[src/cache_cfg_pkg.sv]
package cache_cfg_pkg;

   // word address and data widths of both buses
   localparam int ADDR_W = 16;  // word address, not byte address
   localparam int DATA_W = 32;

   // victim selection schemes of replacement_policy
   typedef enum logic [1:0] {
      REP_LRU       = 2'd0,  // true lru, one rank per way
      REP_PLRU_MRU  = 2'd1,  // one mru bit per way
      REP_PLRU_TREE = 2'd2   // binary tree of N_WAYS-1 node bits
   } rep_policy_e;

   // controller states
   typedef enum logic [1:0] {
      ST_IDLE   = 2'd0,  // waiting for a request strobe
      ST_LOOKUP = 2'd1,  // tag compare on the latched address
      ST_REFILL = 2'd2,  // line fetch from backing memory
      ST_UPDATE = 2'd3   // victim becomes most recent, then lookup again
   } fsm_state_e;

endpackage
[src/cache_bus_pkg.sv]
package cache_bus_pkg;

   // front side, requester to cache
   typedef struct packed {
      logic                             valid;  // one-cycle read strobe
      logic [cache_cfg_pkg::ADDR_W-1:0] addr;   // word address
   } fe_req_t;

   // front side, cache to requester
   typedef struct packed {
      logic                             valid;  // one-cycle data strobe
      logic [cache_cfg_pkg::DATA_W-1:0] data;
   } fe_rsp_t;

   // back side, cache to memory
   typedef struct packed {
      logic                             req;   // level, held for the whole refill
      logic [cache_cfg_pkg::ADDR_W-1:0] addr;  // next word to fetch
   } mem_req_t;

   // back side, memory to cache
   typedef struct packed {
      logic                             valid;  // one strobe per word
      logic [cache_cfg_pkg::DATA_W-1:0] data;
   } mem_rsp_t;

endpackage

[src/icache_top.sv]
module icache_top #(
   parameter int                         N_WAYS     = 4,
   parameter int                         NLINES_W   = 2,
   parameter int                         WORDS_W    = 2,
   parameter cache_cfg_pkg::rep_policy_e REP_POLICY = cache_cfg_pkg::REP_PLRU_TREE
) (
   input  logic                     clk_i,
   input  logic                     arst_n_i,
   input  cache_bus_pkg::fe_req_t   fe_req_i,
   output cache_bus_pkg::fe_rsp_t   fe_rsp_o,
   output logic                     busy_o,
   output cache_bus_pkg::mem_req_t  mem_req_o,
   input  cache_bus_pkg::mem_rsp_t  mem_rsp_i
);

   import cache_cfg_pkg::*;

   logic [ADDR_W-1:0]  req_addr;      // latched by the fsm
   logic               hit;
   logic [N_WAYS-1:0]  way_hit;
   logic [N_WAYS-1:0]  victim_oh;
   logic [DATA_W-1:0]  rdata;
   logic [WORDS_W-1:0] word_off;
   logic               last_word;
   logic               refill_start;
   logic               word_ack;
   logic               tag_we;
   logic               data_we;
   logic               policy_update;
   logic               refill_req;

   // line base of the request plus the word being fetched
   assign mem_req_o = '{req: refill_req, addr: {req_addr[ADDR_W-1:WORDS_W], word_off}};

   cache_fsm fsm (
      .clk_i           (clk_i),
      .arst_n_i        (arst_n_i),
      .fe_req_i        (fe_req_i),
      .hit_i           (hit),
      .rdata_i         (rdata),
      .mem_rsp_i       (mem_rsp_i),
      .last_word_i     (last_word),
      .addr_o          (req_addr),
      .busy_o          (busy_o),
      .fe_rsp_o        (fe_rsp_o),
      .mem_req_o       (refill_req),
      .refill_start_o  (refill_start),
      .word_ack_o      (word_ack),
      .tag_we_o        (tag_we),
      .data_we_o       (data_we),
      .policy_update_o (policy_update)
   );

   refill_counter #(
      .WORDS_W (WORDS_W)
   ) word_cnt (
      .clk_i       (clk_i),
      .arst_n_i    (arst_n_i),
      .start_i     (refill_start),
      .word_ack_i  (word_ack),
      .offset_o    (word_off),
      .last_word_o (last_word)
   );

   cache_ways #(
      .N_WAYS   (N_WAYS),
      .NLINES_W (NLINES_W),
      .WORDS_W  (WORDS_W)
   ) ways (
      .clk_i      (clk_i),
      .arst_n_i   (arst_n_i),
      .addr_i     (req_addr),
      .tag_we_i   (tag_we),
      .data_we_i  (data_we),
      .way_sel_i  (victim_oh),
      .word_off_i (word_off),
      .wdata_i    (mem_rsp_i.data),
      .way_hit_o  (way_hit),
      .hit_o      (hit),
      .rdata_o    (rdata)
   );

   replacement_policy #(
      .N_WAYS     (N_WAYS),
      .NLINES_W   (NLINES_W),
      .REP_POLICY (REP_POLICY)
   ) policy (
      .clk_i            (clk_i),
      .arst_n_i         (arst_n_i),
      .update_i         (policy_update),
      .way_hit_i        (way_hit),          // refilled victim hits in ST_UPDATE too
      .line_addr_i      (req_addr[WORDS_W +: NLINES_W]),
      .way_select_o     (victim_oh),
      .way_select_bin_o ()                  // binary form not needed here
   );

endmodule

[src/cache_ways.sv]
module cache_ways #(
   parameter int N_WAYS   = 4,
   parameter int NLINES_W = 2,
   parameter int WORDS_W  = 2
) (
   input  logic                             clk_i,
   input  logic                             arst_n_i,
   input  logic [cache_cfg_pkg::ADDR_W-1:0] addr_i,
   input  logic                             tag_we_i,
   input  logic                             data_we_i,
   input  logic [N_WAYS-1:0]                way_sel_i,   // refill way, one-hot
   input  logic [WORDS_W-1:0]               word_off_i,  // refill word in line
   input  logic [cache_cfg_pkg::DATA_W-1:0] wdata_i,
   output logic [N_WAYS-1:0]                way_hit_o,
   output logic                             hit_o,
   output logic [cache_cfg_pkg::DATA_W-1:0] rdata_o
);

   import cache_cfg_pkg::*;

   localparam int TAG_W  = ADDR_W - NLINES_W - WORDS_W;
   localparam int DEPTH  = 2**(NLINES_W + WORDS_W);  // words per way

   typedef struct packed {
      logic             valid;
      logic [TAG_W-1:0] tag;
   } tag_entry_t;

   logic [TAG_W-1:0]    req_tag;
   logic [NLINES_W-1:0] req_line;
   logic [WORDS_W-1:0]  req_word;
   tag_entry_t          tag_wdata;
   logic [DATA_W-1:0]   way_word [N_WAYS];  // addressed word of each way

   // address split tag | line | word
   assign req_tag   = addr_i[ADDR_W-1 -: TAG_W];
   assign req_line  = addr_i[WORDS_W +: NLINES_W];
   assign req_word  = addr_i[WORDS_W-1:0];
   assign tag_wdata = '{valid: 1'b1, tag: req_tag};

   for (genvar w = 0; w < N_WAYS; w++) begin : g_way
      tag_entry_t        entry;
      logic [DATA_W-1:0] data_q [DEPTH];

      line_regfile #(
         .NLINES_W (NLINES_W),
         .ENTRY_T  (tag_entry_t)
      ) tag_rf (
         .clk_i    (clk_i),
         .arst_n_i (arst_n_i),
         .we_i     (tag_we_i && way_sel_i[w]),
         .addr_i   (req_line),
         .wdata_i  (tag_wdata),
         .rdata_o  (entry)
      );

      always_ff @(posedge clk_i) begin
         if (data_we_i && way_sel_i[w]) begin
            data_q[{req_line, word_off_i}] <= wdata_i;
         end
      end

      assign way_hit_o[w] = entry.valid && (entry.tag == req_tag);
      assign way_word[w]  = data_q[{req_line, req_word}];
   end

   assign hit_o = |way_hit_o;

   // and-or select, zero on a miss
   always_comb begin
      rdata_o = '0;
      for (int w = 0; w < N_WAYS; w++) begin
         if (way_hit_o[w]) begin
            rdata_o = rdata_o | way_word[w];
         end
      end
   end

   // refill must never load a tag that another way already holds
   a_hit_onehot0 : assert property (@(posedge clk_i) disable iff (!arst_n_i)
      $onehot0(way_hit_o))
      else $error("multiple ways hit: %h", way_hit_o);

endmodule

[src/cache_fsm.sv]
module cache_fsm (
   input  logic                             clk_i,
   input  logic                             arst_n_i,
   input  cache_bus_pkg::fe_req_t           fe_req_i,
   input  logic                             hit_i,
   input  logic [cache_cfg_pkg::DATA_W-1:0] rdata_i,
   input  cache_bus_pkg::mem_rsp_t          mem_rsp_i,
   input  logic                             last_word_i,
   output logic [cache_cfg_pkg::ADDR_W-1:0] addr_o,          // latched request address
   output logic                             busy_o,
   output cache_bus_pkg::fe_rsp_t           fe_rsp_o,
   output logic                             mem_req_o,       // refill in progress
   output logic                             refill_start_o,
   output logic                             word_ack_o,
   output logic                             tag_we_o,
   output logic                             data_we_o,
   output logic                             policy_update_o
);

   import cache_cfg_pkg::*;

   fsm_state_e        state_q, state_d;
   logic [ADDR_W-1:0] addr_q;
   logic              rsp_valid_q;
   logic [DATA_W-1:0] rsp_data_q;
   logic              lookup_hit;  // answer goes out at the next edge

   assign lookup_hit = (state_q == ST_LOOKUP) && hit_i;

   always_comb begin
      state_d         = state_q;
      refill_start_o  = 1'b0;
      word_ack_o      = 1'b0;
      data_we_o       = 1'b0;
      tag_we_o        = 1'b0;
      policy_update_o = 1'b0;
      case (state_q)
         ST_IDLE: begin
            if (fe_req_i.valid) begin
               state_d = ST_LOOKUP;
            end
         end
         ST_LOOKUP: begin
            if (hit_i) begin
               policy_update_o = 1'b1;  // used way becomes most recent
               state_d         = ST_IDLE;
            end else begin
               refill_start_o = 1'b1;   // clear word counter
               state_d        = ST_REFILL;
            end
         end
         ST_REFILL: begin
            if (mem_rsp_i.valid) begin
               word_ack_o = 1'b1;
               data_we_o  = 1'b1;       // word into victim way
               if (last_word_i) begin
                  tag_we_o = 1'b1;      // line complete, mark it valid
                  state_d  = ST_UPDATE;
               end
            end
         end
         ST_UPDATE: begin
            policy_update_o = 1'b1;     // refilled way counts as used
            state_d         = ST_LOOKUP;
         end
         default: state_d = ST_IDLE;
      endcase
   end

   always_ff @(posedge clk_i or negedge arst_n_i) begin
      if (!arst_n_i) begin
         state_q     <= ST_IDLE;
         rsp_valid_q <= 1'b0;
      end else begin
         state_q     <= state_d;
         rsp_valid_q <= lookup_hit;  // one-cycle strobe
      end
   end

   always_ff @(posedge clk_i) begin
      if ((state_q == ST_IDLE) && fe_req_i.valid) begin
         addr_q <= fe_req_i.addr;
      end
      if (lookup_hit) begin
         rsp_data_q <= rdata_i;
      end
   end

   assign addr_o    = addr_q;
   assign busy_o    = (state_q != ST_IDLE);
   assign mem_req_o = (state_q == ST_REFILL);
   assign fe_rsp_o  = '{valid: rsp_valid_q, data: rsp_data_q};

   // requester has to wait for busy to drop
   a_no_req_while_busy : assert property (@(posedge clk_i) disable iff (!arst_n_i)
      busy_o |-> !fe_req_i.valid)
      else $error("request strobe while busy");

endmodule

[src/refill_counter.sv]
module refill_counter #(
   parameter int WORDS_W = 2
) (
   input  logic               clk_i,
   input  logic               arst_n_i,
   input  logic               start_i,     // new refill begins
   input  logic               word_ack_i,  // one word came back
   output logic [WORDS_W-1:0] offset_o,    // word in line being fetched
   output logic               last_word_o
);

   logic [WORDS_W-1:0] offset_q;
   logic               done_q;  // whole line received, no start since

   always_ff @(posedge clk_i or negedge arst_n_i) begin
      if (!arst_n_i) begin
         offset_q <= '0;
         done_q   <= 1'b0;
      end else if (start_i) begin
         offset_q <= '0;  // refill always starts at the line base
         done_q   <= 1'b0;
      end else if (word_ack_i) begin
         offset_q <= offset_q + 1'b1;  // wraps to zero after the last word
         done_q   <= last_word_o;
      end
   end

   assign offset_o    = offset_q;
   assign last_word_o = &offset_q;  // offset at its maximum

   // memory must not return more words than one line
   a_no_ack_after_last : assert property (@(posedge clk_i) disable iff (!arst_n_i)
      done_q |-> !word_ack_i)
      else $error("word ack after last word of line");

endmodule

[src/replacement_policy.sv]
module replacement_policy #(
   parameter int                         N_WAYS     = 4,
   parameter int                         NLINES_W   = 2,
   parameter cache_cfg_pkg::rep_policy_e REP_POLICY = cache_cfg_pkg::REP_PLRU_TREE
) (
   input  logic                      clk_i,
   input  logic                      arst_n_i,
   input  logic                      update_i,       // write new state for this line
   input  logic [N_WAYS-1:0]         way_hit_i,      // way just used, one-hot
   input  logic [NLINES_W-1:0]       line_addr_i,
   output logic [N_WAYS-1:0]         way_select_o,   // victim, one-hot
   output logic [$clog2(N_WAYS)-1:0] way_select_bin_o
);

   import cache_cfg_pkg::*;

   localparam int NWAYS_W = $clog2(N_WAYS);

   logic [N_WAYS-1:0] sel_oh;  // victim from whichever scheme is built

   if (REP_POLICY == REP_LRU) begin : g_lru
      typedef logic [N_WAYS-1:0][NWAYS_W-1:0] rank_t;

      rank_t              rank_q, rank_d;
      rank_t              rank;      // stored ranks, or defaults on a fresh line
      logic [NWAYS_W-1:0] hit_rank;  // old rank of the used way

      always_comb begin
         hit_rank = '0;
         for (int w = 0; w < N_WAYS; w++) begin
            // all-zero means never written, start from rank = way index
            rank[w] = (|rank_q) ? rank_q[w] : NWAYS_W'(w);
         end
         for (int w = 0; w < N_WAYS; w++) begin
            if (way_hit_i[w]) begin
               hit_rank = rank[w];
            end
         end
         for (int w = 0; w < N_WAYS; w++) begin
            if (way_hit_i[w]) begin
               rank_d[w] = '1;                 // used way goes to the top
            end else if (rank[w] > hit_rank) begin
               rank_d[w] = rank[w] - 1'b1;     // ranks above it slide down
            end else begin
               rank_d[w] = rank[w];
            end
            sel_oh[w] = (rank[w] == '0);       // rank zero is the victim
         end
      end

      line_regfile #(
         .NLINES_W (NLINES_W),
         .ENTRY_T  (rank_t)
      ) state_rf (
         .clk_i    (clk_i),
         .arst_n_i (arst_n_i),
         .we_i     (update_i),
         .addr_i   (line_addr_i),
         .wdata_i  (rank_d),
         .rdata_o  (rank_q)
      );
   end else if (REP_POLICY == REP_PLRU_MRU) begin : g_mru
      logic [N_WAYS-1:0] mru_q, mru_d;
      logic [N_WAYS-1:0] mru_set;  // bits after marking the used way

      assign mru_set = mru_q | way_hit_i;
      // saturated set restarts with only the used way marked
      assign mru_d   = (&mru_set) ? way_hit_i : mru_set;
      // lowest clear bit, never empty since the state is never all ones
      assign sel_oh  = ~mru_q & (mru_q + 1'b1);

      line_regfile #(
         .NLINES_W (NLINES_W),
         .ENTRY_T  (logic [N_WAYS-1:0])
      ) state_rf (
         .clk_i    (clk_i),
         .arst_n_i (arst_n_i),
         .we_i     (update_i),
         .addr_i   (line_addr_i),
         .wdata_i  (mru_d),
         .rdata_o  (mru_q)
      );
   end else begin : g_tree
      // node k has children 2k and 2k+1, leaves N_WAYS.. map to the ways
      typedef logic [N_WAYS-1:1] tree_t;

      tree_t tree_q, tree_d;

      // walk from the root, 0 goes left and 1 goes right
      always_comb begin
         int unsigned n;
         n = 1;
         for (int l = 0; l < NWAYS_W; l++) begin
            n = 2 * n + tree_q[n];
         end
         sel_oh = '0;
         sel_oh[n - N_WAYS] = 1'b1;
      end

      // climb from the used leaf, every node on the way points to the other side
      always_comb begin
         int unsigned c;
         c      = 0;
         tree_d = tree_q;
         for (int w = 0; w < N_WAYS; w++) begin
            if (way_hit_i[w]) begin
               c = w + N_WAYS;
               for (int l = 0; l < NWAYS_W; l++) begin
                  tree_d[c >> 1] = ~c[0];  // came from left, point right
                  c = c >> 1;
               end
            end
         end
      end

      line_regfile #(
         .NLINES_W (NLINES_W),
         .ENTRY_T  (tree_t)
      ) state_rf (
         .clk_i    (clk_i),
         .arst_n_i (arst_n_i),
         .we_i     (update_i),
         .addr_i   (line_addr_i),
         .wdata_i  (tree_d),
         .rdata_o  (tree_q)
      );
   end

   assign way_select_o = sel_oh;

   // binary index of the victim
   always_comb begin
      way_select_bin_o = '0;
      for (int w = 0; w < N_WAYS; w++) begin
         if (sel_oh[w]) begin
            way_select_bin_o = NWAYS_W'(w);
         end
      end
   end

   // stored state must keep naming exactly one victim after any update history
   a_victim_onehot : assert property (@(posedge clk_i) disable iff (!arst_n_i)
      $onehot(way_select_o))
      else $error("victim select not one-hot: %h", way_select_o);

endmodule

[src/line_regfile.sv]
module line_regfile #(
   parameter int  NLINES_W = 2,
   parameter type ENTRY_T  = logic
) (
   input  logic                clk_i,
   input  logic                arst_n_i,
   input  logic                we_i,
   input  logic [NLINES_W-1:0] addr_i,
   input  ENTRY_T              wdata_i,
   output ENTRY_T              rdata_o
);

   localparam int NLINES = 2**NLINES_W;

   ENTRY_T mem_q [NLINES];  // one entry per cache line

   // single port, write on the edge
   always_ff @(posedge clk_i or negedge arst_n_i) begin
      if (!arst_n_i) begin
         for (int i = 0; i < NLINES; i++) begin
            mem_q[i] <= '0;  // invalid tags, fresh policy state
         end
      end else if (we_i) begin
         mem_q[addr_i] <= wdata_i;
      end
   end

   // read is combinational, same address as the write
   assign rdata_o = mem_q[addr_i];

endmodule

[config.mk]
export PLATFORM = sky130hd
export DESIGN_NAME = icache_top
export DESIGN_NICKNAME = d
export VERILOG_FILES = /design/src/cache_cfg_pkg.sv /design/src/cache_bus_pkg.sv /design/src/icache_top.sv /design/src/cache_ways.sv /design/src/cache_fsm.sv /design/src/refill_counter.sv /design/src/replacement_policy.sv /design/src/line_regfile.sv
export SDC_FILE = /design/constraint.sdc
export NUM_CORES = 2
export LEC_CHECK = 0
export CAP_MARGIN = 40
export CORE_MARGIN = 5
export CORE_UTILIZATION = 55
export DETAILED_ROUTE_END_ITERATION = 12
export DONT_BUFFER_PORTS = 1
export PLACE_DENSITY = 0.67
export SYNTH_ARGS = -nofsm -noshare
export SYNTH_HDL_FRONTEND = slang
export SYNTH_SLANG_ARGS = --single-unit
export TNS_END_PERCENT = 20
[constraint.sdc]
create_clock -name clk_i -period 6.45 [get_ports clk_i]
set_input_delay 0.3225 -clock clk_i [delete_from_list [all_inputs] [get_ports clk_i]]
set_output_delay 0.3225 -clock clk_i [all_outputs]
set_load 0.02 [all_outputs]
==> metrics.md <==
| Metric | Value |
|---|---|
| Type of the worst setup path | reg -> reg |
| Largest cells by area after synthesis | edfxtp_1, mux4_2, dfrtp_1 |
| Routed wire length | 223000 um |
| Worst Path Required | 6960 ps |
| Status | completed |
| Grt total ovfl | 0 |
| Fin util | 62.6% |
| Area share of the largest cell type after synthesis | a little over two thirds |
| DR vias/cell | about 6.5 |
| Register Area | slightly below 70000 um^2 |
| Worst vdd ir | 0.000304 V |
| Yosys reg bits | 2325 |
| Worst-skew pair later-pin latency | 860 ps |
| Actual transition at the worst max-transition pin | between 1000 and 1500 ps |
| Critical Path End Type | flip-flop |
| Synth Instances | 4101 |
| H-tree levels | 4 |
| Avg Inst Size Synth | around 22 um^2 |
| Port Buffers | 0 |
| First-pass DRT Iterations | 5 |
| Number of global-route vias before repair | approximately 44000 |
| Die footprint | approximately 170000 um^2 |
| Post-cts resize count | 0 |
| Io pins | 103 |
| Final Cycle Share | between 60% and 70% |
| Total track usage | 26.0% |
| CP startpoint kind | flip-flop |
| Cell taking the most area after synthesis | edfxtp_1 |
| HPWL after detailed placement | between 100000 and 150000 um |
| Starting Density | 55.1% |
| Final hold vios | 0 |
| RSZ-0062 raised after global routing | no |
| Setup TNS | 0 ps |
| Setup Fix Bufs, Post-CTS | 0 |
| Final setup viols | 0 |
| Syn_nets | between 4000 and 5000 |
| Power consumption | 35.1 mW |
| Total CTS buffers | 223 |
| Multi-input gate area | 20900 um^2 |
| Synth warn | 0 |
| Leakage power | 34.1 nW |
| Max transition margin | 16.1% |
| CTS tree | built |
| Worst EP arrival | between 4000 and 5000 ps |
| Post-synthesis sequential area ratio | 75.8% |
| Clock transition at path regs | roughly 60 ps |
| Core outline area | 164000 um^2 |
| Wire per inst | 33.4 um |
| Share of flip-flops with an asynchronous set or reset | 9.68% |
| Final Critical Period | 4320 ps |
| Die Span X | 416 um |
| FMAX | approximately 230 MHz |
| Max cap viols | 0 |
| Pin count of the biggest net entering global routing | 226 |
| Clock Skew | 42.7 ps |
| Most used DFF post-synth | edfxtp_1 |
| Final net count | 4360 |
| Final ANT Viol Nets | 0 |
| Std cell rows | 149 |
| Layout cell share with drive strength beyond 1 | 31.2% |
| Number of DRC markers in iteration 0 | 5340 |
| Post-synth EDFFs | between 2000 and 2500 |
| PD cells | 342 nW/um^2 |
| First-pass GRT wire length | 322000 um |
| CP max FO | 32 |
| Post-synth cell types | 60 |
| Synthesized area | 90500 um^2 |
| Via Count | 43200 |
| Hold slack | 81.4 ps |
| Post-route DRC | 0 |
| Final Wtd Congestion | 0.860 |
| Antenna violations before repair | 8 |
| Max-slew violations | 0 |
| Clk sinks | 2325 |
| Die height | 416 um |
| CTS Buffer Depth | 3 |
| Area delta synth->final | 13.5% |
| Hold Crit Class | in -> reg |
| Hold_buf cts | 84 |
| Root buf cell | clkbuf_16 |
| Fillers | 10900 |
## logic make-up after synthesis
family,Yosys count,share of synthesized area [%]
buf+inv,317,1.54
compound gates,161,1.29
simple gates,348,1.74
mux,889,19.0
xor+xnor,52,0.520
fa+ha+maj,9,0.124
flops,2325,75.8
## worst max-delay path, cell delays in order, from the launching register on
cell and delay, ps:
edfxtp_1 630, buf_4 470, buf_4 300, mux4_2 530
xnor2_1 160, and2_1 170, and4_2 300, buf_12 190
a22oi_1 780, o221ai_1 380
## final cells by class
class / instances / area share [%]
multi-input cells: 1459 / 20.4
repair buffers: 228 / 2.93
clock buffers: 283 / 5.72
diodes: 2 / 0.00487
flip-flops and latches: 2325 / 66.8
clock inverters: 133 / 1.29
inverters: 62 / 0.226
well taps: 2189 / 2.67
## path summary, 6_finish.rpt
kind	startpoint	to	slack [ps]	cells past startpoint
min	fe_req_i[6]	fsm.addr_o[6]	80	1
max reg2reg	fsm.addr_o[2]	fsm.rsp_data_q[19]	2130	9
max	fsm.addr_o[2]	fsm.rsp_data_q[19]	2130	9
min reg2reg	ways.g_way[0].tag_rf.mem_q[25]	ways.g_way[0].tag_rf.mem_q[25]	470	1
max in group asynchronous	arst_n_i	ways.g_way[3].tag_rf.mem_q[49]	5240	2
min in group asynchronous	arst_n_i	ways.g_way[2].tag_rf.mem_q[5]	220	2
## synthesized netlist by cell type, types with 10 or more instances
master	number
xor2_1	10
mux2_2	168
a211oi_1	13
mux4_2	644
edfxtp_1	2096
nand2_1	166
buf_1	49
buf_4	23
nand4_1	15
buf_2	55
nand2b_1	12
a21oi_1	48
dfrtp_1	225
nor2b_1	22
mux2i_1	68
o221ai_1	25
a22oi_1	18
nor2_1	85
xnor2_1	40
o21ai_0	18
inv_1	61
nand3_1	12
clkbuf_1	123
## layer usage
| layer | part of all wire [%] | track usage (%) | vias up |
|---|---|---|---|
| li1 | - | - | 17400 |
| met1 | 39 | 38.2 | 23300 |
| met2 | 48 | 40.7 | 2163 |
| met5 | 0 | 0 | - |
| met3 | 8.9 | 4.59 | 339 |
| met4 | 3.5 | 8.47 | 0 |
## placed cells by master (no fill, tap or decap), types with 22 or more instances in the layout
master         count
mux4_2           644
nor2_1            34
clkbuf_16        223
xnor2_1           40
buf_16            44
o221ai_1          25
clkinv_2          43
buf_12            22
a21oi_1           48
buf_4            109
inv_1             53
edfxtp_1        2096
dlygate4sd3_1     51
mux2_2           168
nor2_4            55
clkinv_1          51
mux2i_1           68
dfrtp_1          225
clkbuf_1          53
nand2_1          166
## where the power goes
part           internal, mW  switching (mW)  total, mW
Sequential             16.5           0.163       16.7
Clock                  7.29            5.54       12.8
Combinational          2.51            3.10       5.61
Total                  26.3            8.81       35.1
## state kept, by name (all words and copies together) (netlist names), named ones only
signal,cells
fsm.addr_o,16
policy.g_tree.state_rf.mem_q,12
ways.g_way.tag_rf.mem_q,208
fsm.rsp_data_q,32
fsm.rsp_valid_q,1
ways.g_way.data_q,2048
word_cnt.offset_o,2
fsm.state_q,2
## metrics by stage
stage / instances / setup WS, ps / cell area [um^2]
2_1_floorplan: 4101 / 2170 / 90500
3_3_place_gp: 6154 / 1610 / 93600
3_5_place_dp: 6178 / 2120 / 94100
4_1_cts: 6678 / 2100 / 103000
5_1_grt: 6680 / 1950 / 103000
6_report: 6681 / 2130 / 103000
Note: power is estimated with default switching activity, not from simulation.
